$ cat src/verilog/axi_lite_pkg.sv
// AXI-Lite side types shared by the request queue and the flit serializer
// import where AXI addresses, data or queued request entries are handled
`default_nettype none

package axi_lite_pkg;

    typedef logic [63:0] axi_addr_t;   // byte address from the manager
    typedef logic [63:0] axi_data_t;
    typedef logic [7:0]  axi_strb_t;   // one bit per data byte

    // kind of request sitting at the head of the type FIFO
    typedef enum logic [1:0] {
        req_inval = 2'd0,
        req_load  = 2'd1,
        req_store = 2'd2
    } req_kind_t;

    // a store once both its AW and W beats have arrived
    typedef struct packed {
        axi_addr_t addr;
        axi_data_t data;
        axi_strb_t strb;
    } write_req_t;

endpackage

`default_nettype wire

$ cat src/verilog/noc_pkg.sv
// Flit layouts and message codes of the packet NoC request link
// header structs are ordered msb first so they cast straight onto a flit
`default_nettype none

package noc_pkg;

    typedef logic [63:0] noc_flit_t;
    typedef logic [7:0]  msg_type_t;

    typedef struct packed {
        logic [13:0] chipid;
        logic [7:0]  x;
        logic [7:0]  y;
        logic [3:0]  fbits;   // port select inside the tile
    } node_id_t;

    // first header, routed by the network
    typedef struct packed {
        node_id_t    dest;
        logic [7:0]  length;   // flits that follow this one
        msg_type_t   mtype;
        logic [7:0]  mshrid;
        logic [5:0]  options;
    } hdr1_t;

    typedef struct packed {
        logic [4:0]  rsvd;
        logic [2:0]  data_size;
        logic [7:0]  mask;
        logic [47:0] addr;
    } hdr2_t;

    typedef struct packed {
        node_id_t    src;
        logic [29:0] rsvd;
    } hdr3_t;

    localparam msg_type_t   msg_nc_load_req  = 8'd14;
    localparam msg_type_t   msg_nc_store_req = 8'd15;
    localparam logic [2:0]  data_size_8b     = 3'b100;
    localparam int unsigned hdr_flits        = 3;
    localparam int unsigned noc_addr_width   = 48;

endpackage

`default_nettype wire

$ cat src/verilog/sync_fifo.sv
// Single-clock FIFO whose head word is visible without a read strobe
// push when full and pop when empty are dropped
`timescale 1ns/1ps
`default_nettype none

module sync_fifo #(
    parameter int width           = 64,
    parameter int fifo_depth_log2 = 4
) (
    input  logic             clk,
    input  logic             rst_n,
    input  logic             push,
    input  logic [width-1:0] wdata,
    input  logic             pop,
    output logic [width-1:0] rdata,
    output logic             full,
    output logic             empty
);

    localparam int depth = 1 << fifo_depth_log2;

    logic [width-1:0]         mem [depth];
    logic [fifo_depth_log2:0] wr_ptr;   // msb is the wrap bit
    logic [fifo_depth_log2:0] rd_ptr;
    logic                     do_push;
    logic                     do_pop;

    assign do_push = push && !full;
    assign do_pop  = pop && !empty;

    assign empty = (wr_ptr == rd_ptr);
    // same slot, opposite wrap bits
    assign full  = (wr_ptr[fifo_depth_log2] != rd_ptr[fifo_depth_log2]) &&
                   (wr_ptr[fifo_depth_log2-1:0] == rd_ptr[fifo_depth_log2-1:0]);
    assign rdata = mem[rd_ptr[fifo_depth_log2-1:0]];

    always_ff @(posedge clk or negedge rst_n) begin
        if (!rst_n) begin
            wr_ptr <= '0;
            rd_ptr <= '0;
        end else begin
            if (do_push) begin
                wr_ptr <= wr_ptr + 1'b1;
            end
            if (do_pop) begin
                rd_ptr <= rd_ptr + 1'b1;
            end
        end
    end

    always_ff @(posedge clk) begin
        if (do_push) begin
            mem[wr_ptr[fifo_depth_log2-1:0]] <= wdata;
        end
    end

endmodule

`default_nettype wire

$ cat src/verilog/axi_request_queue.sv
// Accepts AXI-Lite AW, W and AR beats and queues them in arrival order
// presents the oldest complete request to the flit serializer
`timescale 1ns/1ps
`default_nettype none

module axi_request_queue #(
    parameter int fifo_depth_log2 = 4
) (
    input  logic                     clk,
    input  logic                     rst_n,
    input  axi_lite_pkg::axi_addr_t  awaddr,
    input  logic                     awvalid,
    output logic                     awready,
    input  axi_lite_pkg::axi_data_t  wdata,
    input  axi_lite_pkg::axi_strb_t  wstrb,
    input  logic                     wvalid,
    output logic                     wready,
    input  axi_lite_pkg::axi_addr_t  araddr,
    input  logic                     arvalid,
    output logic                     arready,
    output axi_lite_pkg::req_kind_t  head_kind,
    output axi_lite_pkg::write_req_t head_write,
    output axi_lite_pkg::axi_addr_t  head_raddr,
    output logic                     head_ready,
    input  logic                     req_done
);

    import axi_lite_pkg::*;

    localparam int kind_w  = $bits(req_kind_t);
    localparam int wdata_w = $bits(axi_data_t) + $bits(axi_strb_t);

    logic               aw_fire;
    logic               w_fire;
    logic               ar_fire;
    logic               defer_q;   // load type still owed to the type FIFO
    logic               defer_push;

    logic               type_push;
    req_kind_t          type_wdata;
    logic [kind_w-1:0]  type_rdata;
    logic               type_full;
    logic               type_empty;

    axi_addr_t          aw_rdata;
    logic               aw_full;
    logic               aw_empty;
    logic [wdata_w-1:0] wd_rdata;
    logic               wd_full;
    logic               wd_empty;
    logic               ar_full;
    logic               ar_empty;

    logic               pop_store;
    logic               pop_load;

    assign awready = !aw_full && !type_full && !defer_q;
    assign wready  = !wd_full && !type_full;
    assign arready = !ar_full && !type_full && !defer_q;

    assign aw_fire = awvalid && awready;
    assign w_fire  = wvalid && wready;
    assign ar_fire = arvalid && arready;

    // held load goes in as soon as the type FIFO has room
    assign defer_push = defer_q && !type_full;
    assign type_push  = aw_fire || ar_fire || defer_push;
    assign type_wdata = aw_fire ? req_store : req_load;   // store wins a joint accept

    always_ff @(posedge clk or negedge rst_n) begin
        if (!rst_n) begin
            defer_q <= 1'b0;
        end else if (aw_fire && ar_fire) begin
            defer_q <= 1'b1;
        end else if (defer_push) begin
            defer_q <= 1'b0;
        end
    end

    assign head_kind = req_kind_t'(type_rdata);

    always_comb begin
        case (head_kind)
            req_store: head_ready = !type_empty && !aw_empty && !wd_empty;
            req_load:  head_ready = !type_empty && !ar_empty;
            default:   head_ready = 1'b0;
        endcase
    end

    // finished request releases its own operands only
    assign pop_store = req_done && (head_kind == req_store);
    assign pop_load  = req_done && (head_kind == req_load);

    assign head_write.addr = aw_rdata;
    assign head_write.data = wd_rdata[wdata_w-1:$bits(axi_strb_t)];
    assign head_write.strb = wd_rdata[$bits(axi_strb_t)-1:0];

    sync_fifo #(.width(kind_w), .fifo_depth_log2(fifo_depth_log2)) type_fifo (
        .clk(clk), .rst_n(rst_n),
        .push(type_push), .wdata(type_wdata), .pop(req_done),
        .rdata(type_rdata), .full(type_full), .empty(type_empty)
    );

    sync_fifo #(.width($bits(axi_addr_t)), .fifo_depth_log2(fifo_depth_log2)) awaddr_fifo (
        .clk(clk), .rst_n(rst_n),
        .push(aw_fire), .wdata(awaddr), .pop(pop_store),
        .rdata(aw_rdata), .full(aw_full), .empty(aw_empty)
    );

    sync_fifo #(.width(wdata_w), .fifo_depth_log2(fifo_depth_log2)) wdata_fifo (
        .clk(clk), .rst_n(rst_n),
        .push(w_fire), .wdata({wdata, wstrb}), .pop(pop_store),
        .rdata(wd_rdata), .full(wd_full), .empty(wd_empty)
    );

    sync_fifo #(.width($bits(axi_addr_t)), .fifo_depth_log2(fifo_depth_log2)) araddr_fifo (
        .clk(clk), .rst_n(rst_n),
        .push(ar_fire), .wdata(araddr), .pop(pop_load),
        .rdata(head_raddr), .full(ar_full), .empty(ar_empty)
    );

endmodule

`default_nettype wire

$ cat src/verilog/flit_serializer.sv
// Turns the queued head request into a NoC message, one flit per accepted cycle
// loads are three header flits, stores add one data flit
`timescale 1ns/1ps
`default_nettype none

module flit_serializer (
    input  logic                     clk,
    input  logic                     rst_n,
    input  axi_lite_pkg::req_kind_t  head_kind,
    input  axi_lite_pkg::write_req_t head_write,
    input  axi_lite_pkg::axi_addr_t  head_raddr,
    input  logic                     head_ready,
    output logic                     req_done,
    input  noc_pkg::node_id_t        src_id,
    input  noc_pkg::node_id_t        dest_id,
    output logic                     noc_valid,
    output noc_pkg::noc_flit_t       noc_data,
    input  logic                     noc_ready
);

    import axi_lite_pkg::*;
    import noc_pkg::*;

    typedef enum logic [1:0] {
        st_idle,
        st_header,
        st_data
    } state_t;

    state_t     state_q;
    logic [1:0] flit_cnt_q;   // header flit index
    logic       is_store;
    logic       flit_fire;
    logic       last_hdr;
    axi_addr_t  msg_addr;
    axi_strb_t  strb_rev;
    noc_flit_t  data_flit;
    hdr1_t      hdr1;
    hdr2_t      hdr2;
    hdr3_t      hdr3;

    assign is_store  = (head_kind == req_store);
    assign flit_fire = noc_valid && noc_ready;
    assign last_hdr  = (state_q == st_header) && (flit_cnt_q == 2'(hdr_flits - 1));
    assign req_done  = flit_fire && ((last_hdr && !is_store) || (state_q == st_data));

    assign msg_addr  = is_store ? head_write.addr : head_raddr;
    assign strb_rev  = {<<{head_write.strb}};   // lane 0 lands in the mask msb
    assign data_flit = {<<8{head_write.data}};  // NoC side is big endian

    always_comb begin
        hdr1        = '0;
        hdr1.dest   = dest_id;
        // two more headers, plus the data flit on a store
        hdr1.length = is_store ? 8'(hdr_flits) : 8'(hdr_flits - 1);
        hdr1.mtype  = is_store ? msg_nc_store_req : msg_nc_load_req;

        hdr2           = '0;
        hdr2.addr      = msg_addr[noc_addr_width-1:0];
        hdr2.data_size = data_size_8b;
        hdr2.mask      = is_store ? strb_rev : '0;

        hdr3     = '0;
        hdr3.src = src_id;
    end

    always_ff @(posedge clk or negedge rst_n) begin
        if (!rst_n) begin
            state_q    <= st_idle;
            flit_cnt_q <= '0;
        end else begin
            case (state_q)
                st_idle: begin
                    if (head_ready) begin
                        state_q    <= st_header;
                        flit_cnt_q <= '0;
                    end
                end
                st_header: begin
                    if (flit_fire && last_hdr) begin
                        if (is_store) begin
                            state_q <= st_data;
                        end else begin
                            state_q <= st_idle;
                        end
                    end else if (flit_fire) begin
                        flit_cnt_q <= flit_cnt_q + 1'b1;
                    end
                end
                st_data: begin
                    if (flit_fire) begin
                        state_q <= st_idle;
                    end
                end
                default: state_q <= st_idle;
            endcase
        end
    end

    assign noc_valid = (state_q != st_idle);

    // head entry is not popped until req_done, so the flit holds under back-pressure
    always_comb begin
        case (state_q)
            st_header: begin
                case (flit_cnt_q)
                    2'd0:    noc_data = hdr1;
                    2'd1:    noc_data = hdr2;
                    default: noc_data = hdr3;
                endcase
            end
            st_data: noc_data = data_flit;
            default: noc_data = '0;
        endcase
    end

endmodule

`default_nettype wire

$ cat src/verilog/axilite_noc_bridge.sv
// AXI-Lite manager to packet NoC request bridge, request direction only
// set fifo_depth_log2 to size every request FIFO
`timescale 1ns/1ps
`default_nettype none

module axilite_noc_bridge #(
    parameter int fifo_depth_log2 = 4
) (
    input  logic                    clk,
    input  logic                    rst_n,
    input  axi_lite_pkg::axi_addr_t awaddr,
    input  logic                    awvalid,
    output logic                    awready,
    input  axi_lite_pkg::axi_data_t wdata,
    input  axi_lite_pkg::axi_strb_t wstrb,
    input  logic                    wvalid,
    output logic                    wready,
    input  axi_lite_pkg::axi_addr_t araddr,
    input  logic                    arvalid,
    output logic                    arready,
    input  noc_pkg::node_id_t       src_id,
    input  noc_pkg::node_id_t       dest_id,   // fixed memory-controller tile
    output logic                    noc_valid,
    output noc_pkg::noc_flit_t      noc_data,
    input  logic                    noc_ready
);

    import axi_lite_pkg::*;

    req_kind_t  head_kind;
    write_req_t head_write;
    axi_addr_t  head_raddr;
    logic       head_ready;
    logic       req_done;   // last flit accepted, pops the head

    axi_request_queue #(.fifo_depth_log2(fifo_depth_log2)) u_queue (
        .clk(clk), .rst_n(rst_n),
        .awaddr(awaddr), .awvalid(awvalid), .awready(awready),
        .wdata(wdata), .wstrb(wstrb), .wvalid(wvalid), .wready(wready),
        .araddr(araddr), .arvalid(arvalid), .arready(arready),
        .head_kind(head_kind), .head_write(head_write), .head_raddr(head_raddr),
        .head_ready(head_ready), .req_done(req_done)
    );

    flit_serializer u_serializer (
        .clk(clk), .rst_n(rst_n),
        .head_kind(head_kind), .head_write(head_write), .head_raddr(head_raddr),
        .head_ready(head_ready), .req_done(req_done),
        .src_id(src_id), .dest_id(dest_id),
        .noc_valid(noc_valid), .noc_data(noc_data), .noc_ready(noc_ready)
    );

endmodule

`default_nettype wire

$ cat config.mk
export PLATFORM = sky130hd
export DESIGN_NAME = axilite_noc_bridge
export DESIGN_NICKNAME = d
export VERILOG_FILES = /design/src/verilog/axi_lite_pkg.sv /design/src/verilog/noc_pkg.sv /design/src/verilog/sync_fifo.sv /design/src/verilog/axi_request_queue.sv /design/src/verilog/flit_serializer.sv /design/src/verilog/axilite_noc_bridge.sv
export SDC_FILE = /design/constraint.sdc
export NUM_CORES = 2
export LEC_CHECK = 0
export BUFFER_PORTS_ARGS = -buffer_cell sky130_fd_sc_hd__buf_2
export CAP_MARGIN = 20
export CORE_ASPECT_RATIO = 1.25
export CORE_UTILIZATION = 35
export DETAILED_ROUTE_END_ITERATION = 16
export GPL_TIMING_DRIVEN = 1
export PLACE_DENSITY = 0.52
export SETUP_SLACK_MARGIN = 0.05
export SYNTH_ARGS = -nofsm -noshare
export SYNTH_HDL_FRONTEND = slang
export SYNTH_SLANG_ARGS = --single-unit
$ cat constraint.sdc
create_clock -name clk -period 30.1 [get_ports clk]
set_input_delay 9.03 -clock clk [delete_from_list [all_inputs] [get_ports clk]]
set_output_delay 9.03 -clock clk [all_outputs]
set_load 0.005 [all_outputs]
==> impl_metrics.tcl <==
set metrics [dict create \
    max_freq_mhz 49.5 \
    cts.sinks 2765 \
    drive_gt1_frac 0.321 \
    grt_pass1_wl_mm 407 \
    grt_usage 0.189 \
    syn_area_um2 107000 \
    viasPerCell 5.37 \
    ys_warn_count 0 \
    nNetsFinal 5348 \
    path_clk_slew_ps 60 \
    yosysUniqueCellTypes 49 \
    tightest_slew_ps 1160 \
    antenna_found_initial 104 \
    rsz0062_at_grt "false" \
    cp-start-kind "input pin" \
    min_path_type "reg -> reg" \
    status "completed" \
    antenna_left 0 \
    fp.dieH_um 620 \
    dr.pass1.iters 5 \
    vdd.ir_drop.worst_v 0.0000497 \
    dp.final_hpwl_mm 164 \
    netSwitchingPower_w 0.00250 \
    cts_buffer_depth 4 \
    final_cell_mix "edfxtp_1, mux4_2, buf_2, clkbuf_16, buf_4" \
    row_count 226 \
    routed_wl_mm 292 \
    numCtsBuffers 279 \
    fin_crit_ps 20210 \
    synth_edf_count 2720 \
    crit_fanout 1 \
    startpoint "dest_id[12]" \
    swShare 0.262 \
    fin_crit_sh 0.671 \
    drc 0 \
    clkLatencyLatePin_ps 850 \
    end_kind "output pin" \
    async_reset_ff_frac 0.0163 \
    grt_pass1_vias 52043 \
    finalSetupViolations 0 \
    dr.first_iter.drc_count 4530 \
    placed_cell_area_um2 113000 \
    tritoncts "done" \
    slew_violations 0 \
    hold_viol 0 \
    worstSetupPathType "in -> out" \
    ys_ff_latch 2765 \
    coreArea_um2 304000 \
    max_slew_margin 0.225 \
    fin_area_um2 122000 \
    final_common_cell "edfxtp_1" \
    synthCells 4595 \
    grt_max_degree 92 \
    post_cts_buffers 0 \
    num-fill-cells 26879 \
    synth_area_per_cell_um2 23.3 \
    fin_setup_tns_ps 0 \
    hold_buffers 0 \
    maxCapViolations 0 \
    initial_core_util 0.352 \
    grt_overflow 0 \
    leakage_nw 37.1 \
    synth-main-ff-cell "edfxtp_1" \
    power_frac_seq 0.494 \
    hold_start "u_queue.defer_q$_DFFE_PN0P_" \
    vias 49751 \
    cts_resized 0 \
    wl_per_cell_um 31.5 \
    internal_power_w 0.00706 \
    yosysSeqAreaShare 0.774 \
    finClkSkew_ps 68.2 \
    syn_to_final_growth_pct 14.3 \
    syn_nets 4897 \
    combPwrFrac 0.155 \
    gp_congestion 0.770 \
    cts_root_buf "clkbuf_16" \
    p_clk_frac 0.351 \
    die_w_um 496 \
    r2r_start "u_queue.awaddr_fifo.rd_ptr[0]$_DFFE_PN0P_" \
    cp.required_ps 21070 \
    io_buffers 309 \
    htreeDepth 5 \
    power_per_cell_area_nw_per_um2 78.3 \
    dieArea_um2 308000 \
    worstPathArrival_ps 11180 \
    io_pins 342 \
]
[synthesized netlist by cell type, types with 4 or more instances]
master | count | share of area
nand4_1 | 18 | 0.0011
a22oi_1 | 68 | 0.0048
a22o_1 | 9 | 0.00074
nor2b_1 | 32 | 0.0019
buf_2 | 78 | 0.0036
mux2i_1 | 90 | 0.0084
nor2_1 | 42 | 0.0015
buf_1 | 33 | 0.0012
mux2_2 | 62 | 0.0065
buf_6 | 19 | 0.0020
and3_1 | 5 | 0.00029
nor3_1 | 11 | 0.00051
and2_1 | 31 | 0.0018
buf_4 | 18 | 0.0013
nor3b_1 | 12 | 0.00084
nand3_1 | 11 | 0.00051
a222oi_1 | 4 | 0.00037
o21ai_1 | 19 | 0.00089
mux4_2 | 760 | 0.16
nand2_1 | 98 | 0.0034
nor4_1 | 7 | 0.00041
dfrtp_1 | 45 | 0.011
a211oi_1 | 24 | 0.0017
edfxtp_1 | 2720 | 0.76
a21oi_1 | 37 | 0.0017
o211ai_1 | 27 | 0.0019
a31oi_1 | 12 | 0.00070
xor2_1 | 9 | 0.00074
xnor2_1 | 45 | 0.0037
o21ai_0 | 43 | 0.0020
o22a_1 | 10 | 0.00082
a221o_1 | 10 | 0.00094
ha_1 | 28 | 0.0033
inv_1 | 29 | 0.0010
a221oi_1 | 4 | 0.00033
clkbuf_1 | 107 | 0.0038
[cell type report]
cell class,instances,area (um^2),area share
flip-flops and latches,2765,82800,0.678
diodes,19,47.5,0.000389
clock buffers,355,7570,0.0620
clock inverters,141,1100,0.00902
well taps,3990,4990,0.0408
inverters,29,111,0.000911
multi-input cells,1545,23100,0.189
repair buffers,426,2490,0.0204
[power groups by stage]
stage                     Sequential, W  Combinational (W)  Clock (W)
after global placement          0.00479            0.00151          0
after global routing            0.00475            0.00158    0.00357
after detailed placement        0.00481            0.00152          0
after CTS                       0.00473            0.00152    0.00344
after floorplan                 0.00477           0.000885          0
final                           0.00472            0.00148    0.00336
[worst max-delay path, stage by stage]
cell and delay [ps]:
buf_2 100, a222oi_1 640, o21ai_0 560, nand2_1 350, nand2_1 270, buf_2 220
[through the flow]
stage	total power [W]	hold slack (ps)	util	worst slack, ps	std cells
after floorplan	0.00566	449	-	11510	4595
after global placement	0.00629	463	0.374	9830	8753
after detailed placement	0.00633	467	0.374	9850	8755
after CTS	0.00969	481	0.402	9840	9251
after global routing	0.00990	504	0.402	9960	9258
final	0.00957	477	0.402	9890	9270
[cell families after synthesis]
kind of cell | synth area share
flops | 0.774
mux | 0.175
buf+inv | 0.0129
simple gates | 0.0129
compound gates | 0.0175
xor+xnor | 0.00442
fa+ha+maj | 0.00328
[worst paths after layout]
| check | end | slack [ps] | cells past startpoint |
|---|---|---|---|
| max in group asynchronous | u_queue.wdata_fifo.rd_ptr[0]$_DFFE_PN0P_ | 21170 | 2 |
| worst min register to register | u_queue.defer_q$_DFFE_PN0P_ | 480 | 2 |
| min in group asynchronous | u_queue.araddr_fifo.wr_ptr[3]$_DFFE_PN0P_ | 8320 | 2 |
| worst max register to register | u_queue.awaddr_fifo.mem[2][34]$_DFFE_PP_ | 23830 | 10 |
| worst max-delay path | noc_data[42] | 9890 | 6 |
| worst min-delay path | u_queue.defer_q$_DFFE_PN0P_ | 480 | 2 |
[flip-flops by register name, summed over array words and instances, names as in the netlist, 32 cells and up]
| signal | cells |
|---|---|
| u_queue.araddr_fifo.mem | 768 |
| u_queue.awaddr_fifo.mem | 768 |
| u_queue.type_fifo.mem | 32 |
| u_queue.wdata_fifo.mem | 1152 |
[metal layers]
| layer | track usage | up-vias | wire, um |
|---|---|---|---|
| li1 | - | 20527 | - |
| met1 | 0.239 | 27444 | 117000 |
| met2 | 0.331 | 1325 | 152000 |
| met3 | 0.0357 | 415 | 16300 |
| met4 | 0.0469 | 40 | 7230 |
| met5 | 0 | - | 252 |
Power figures use the tool's default switching activity.
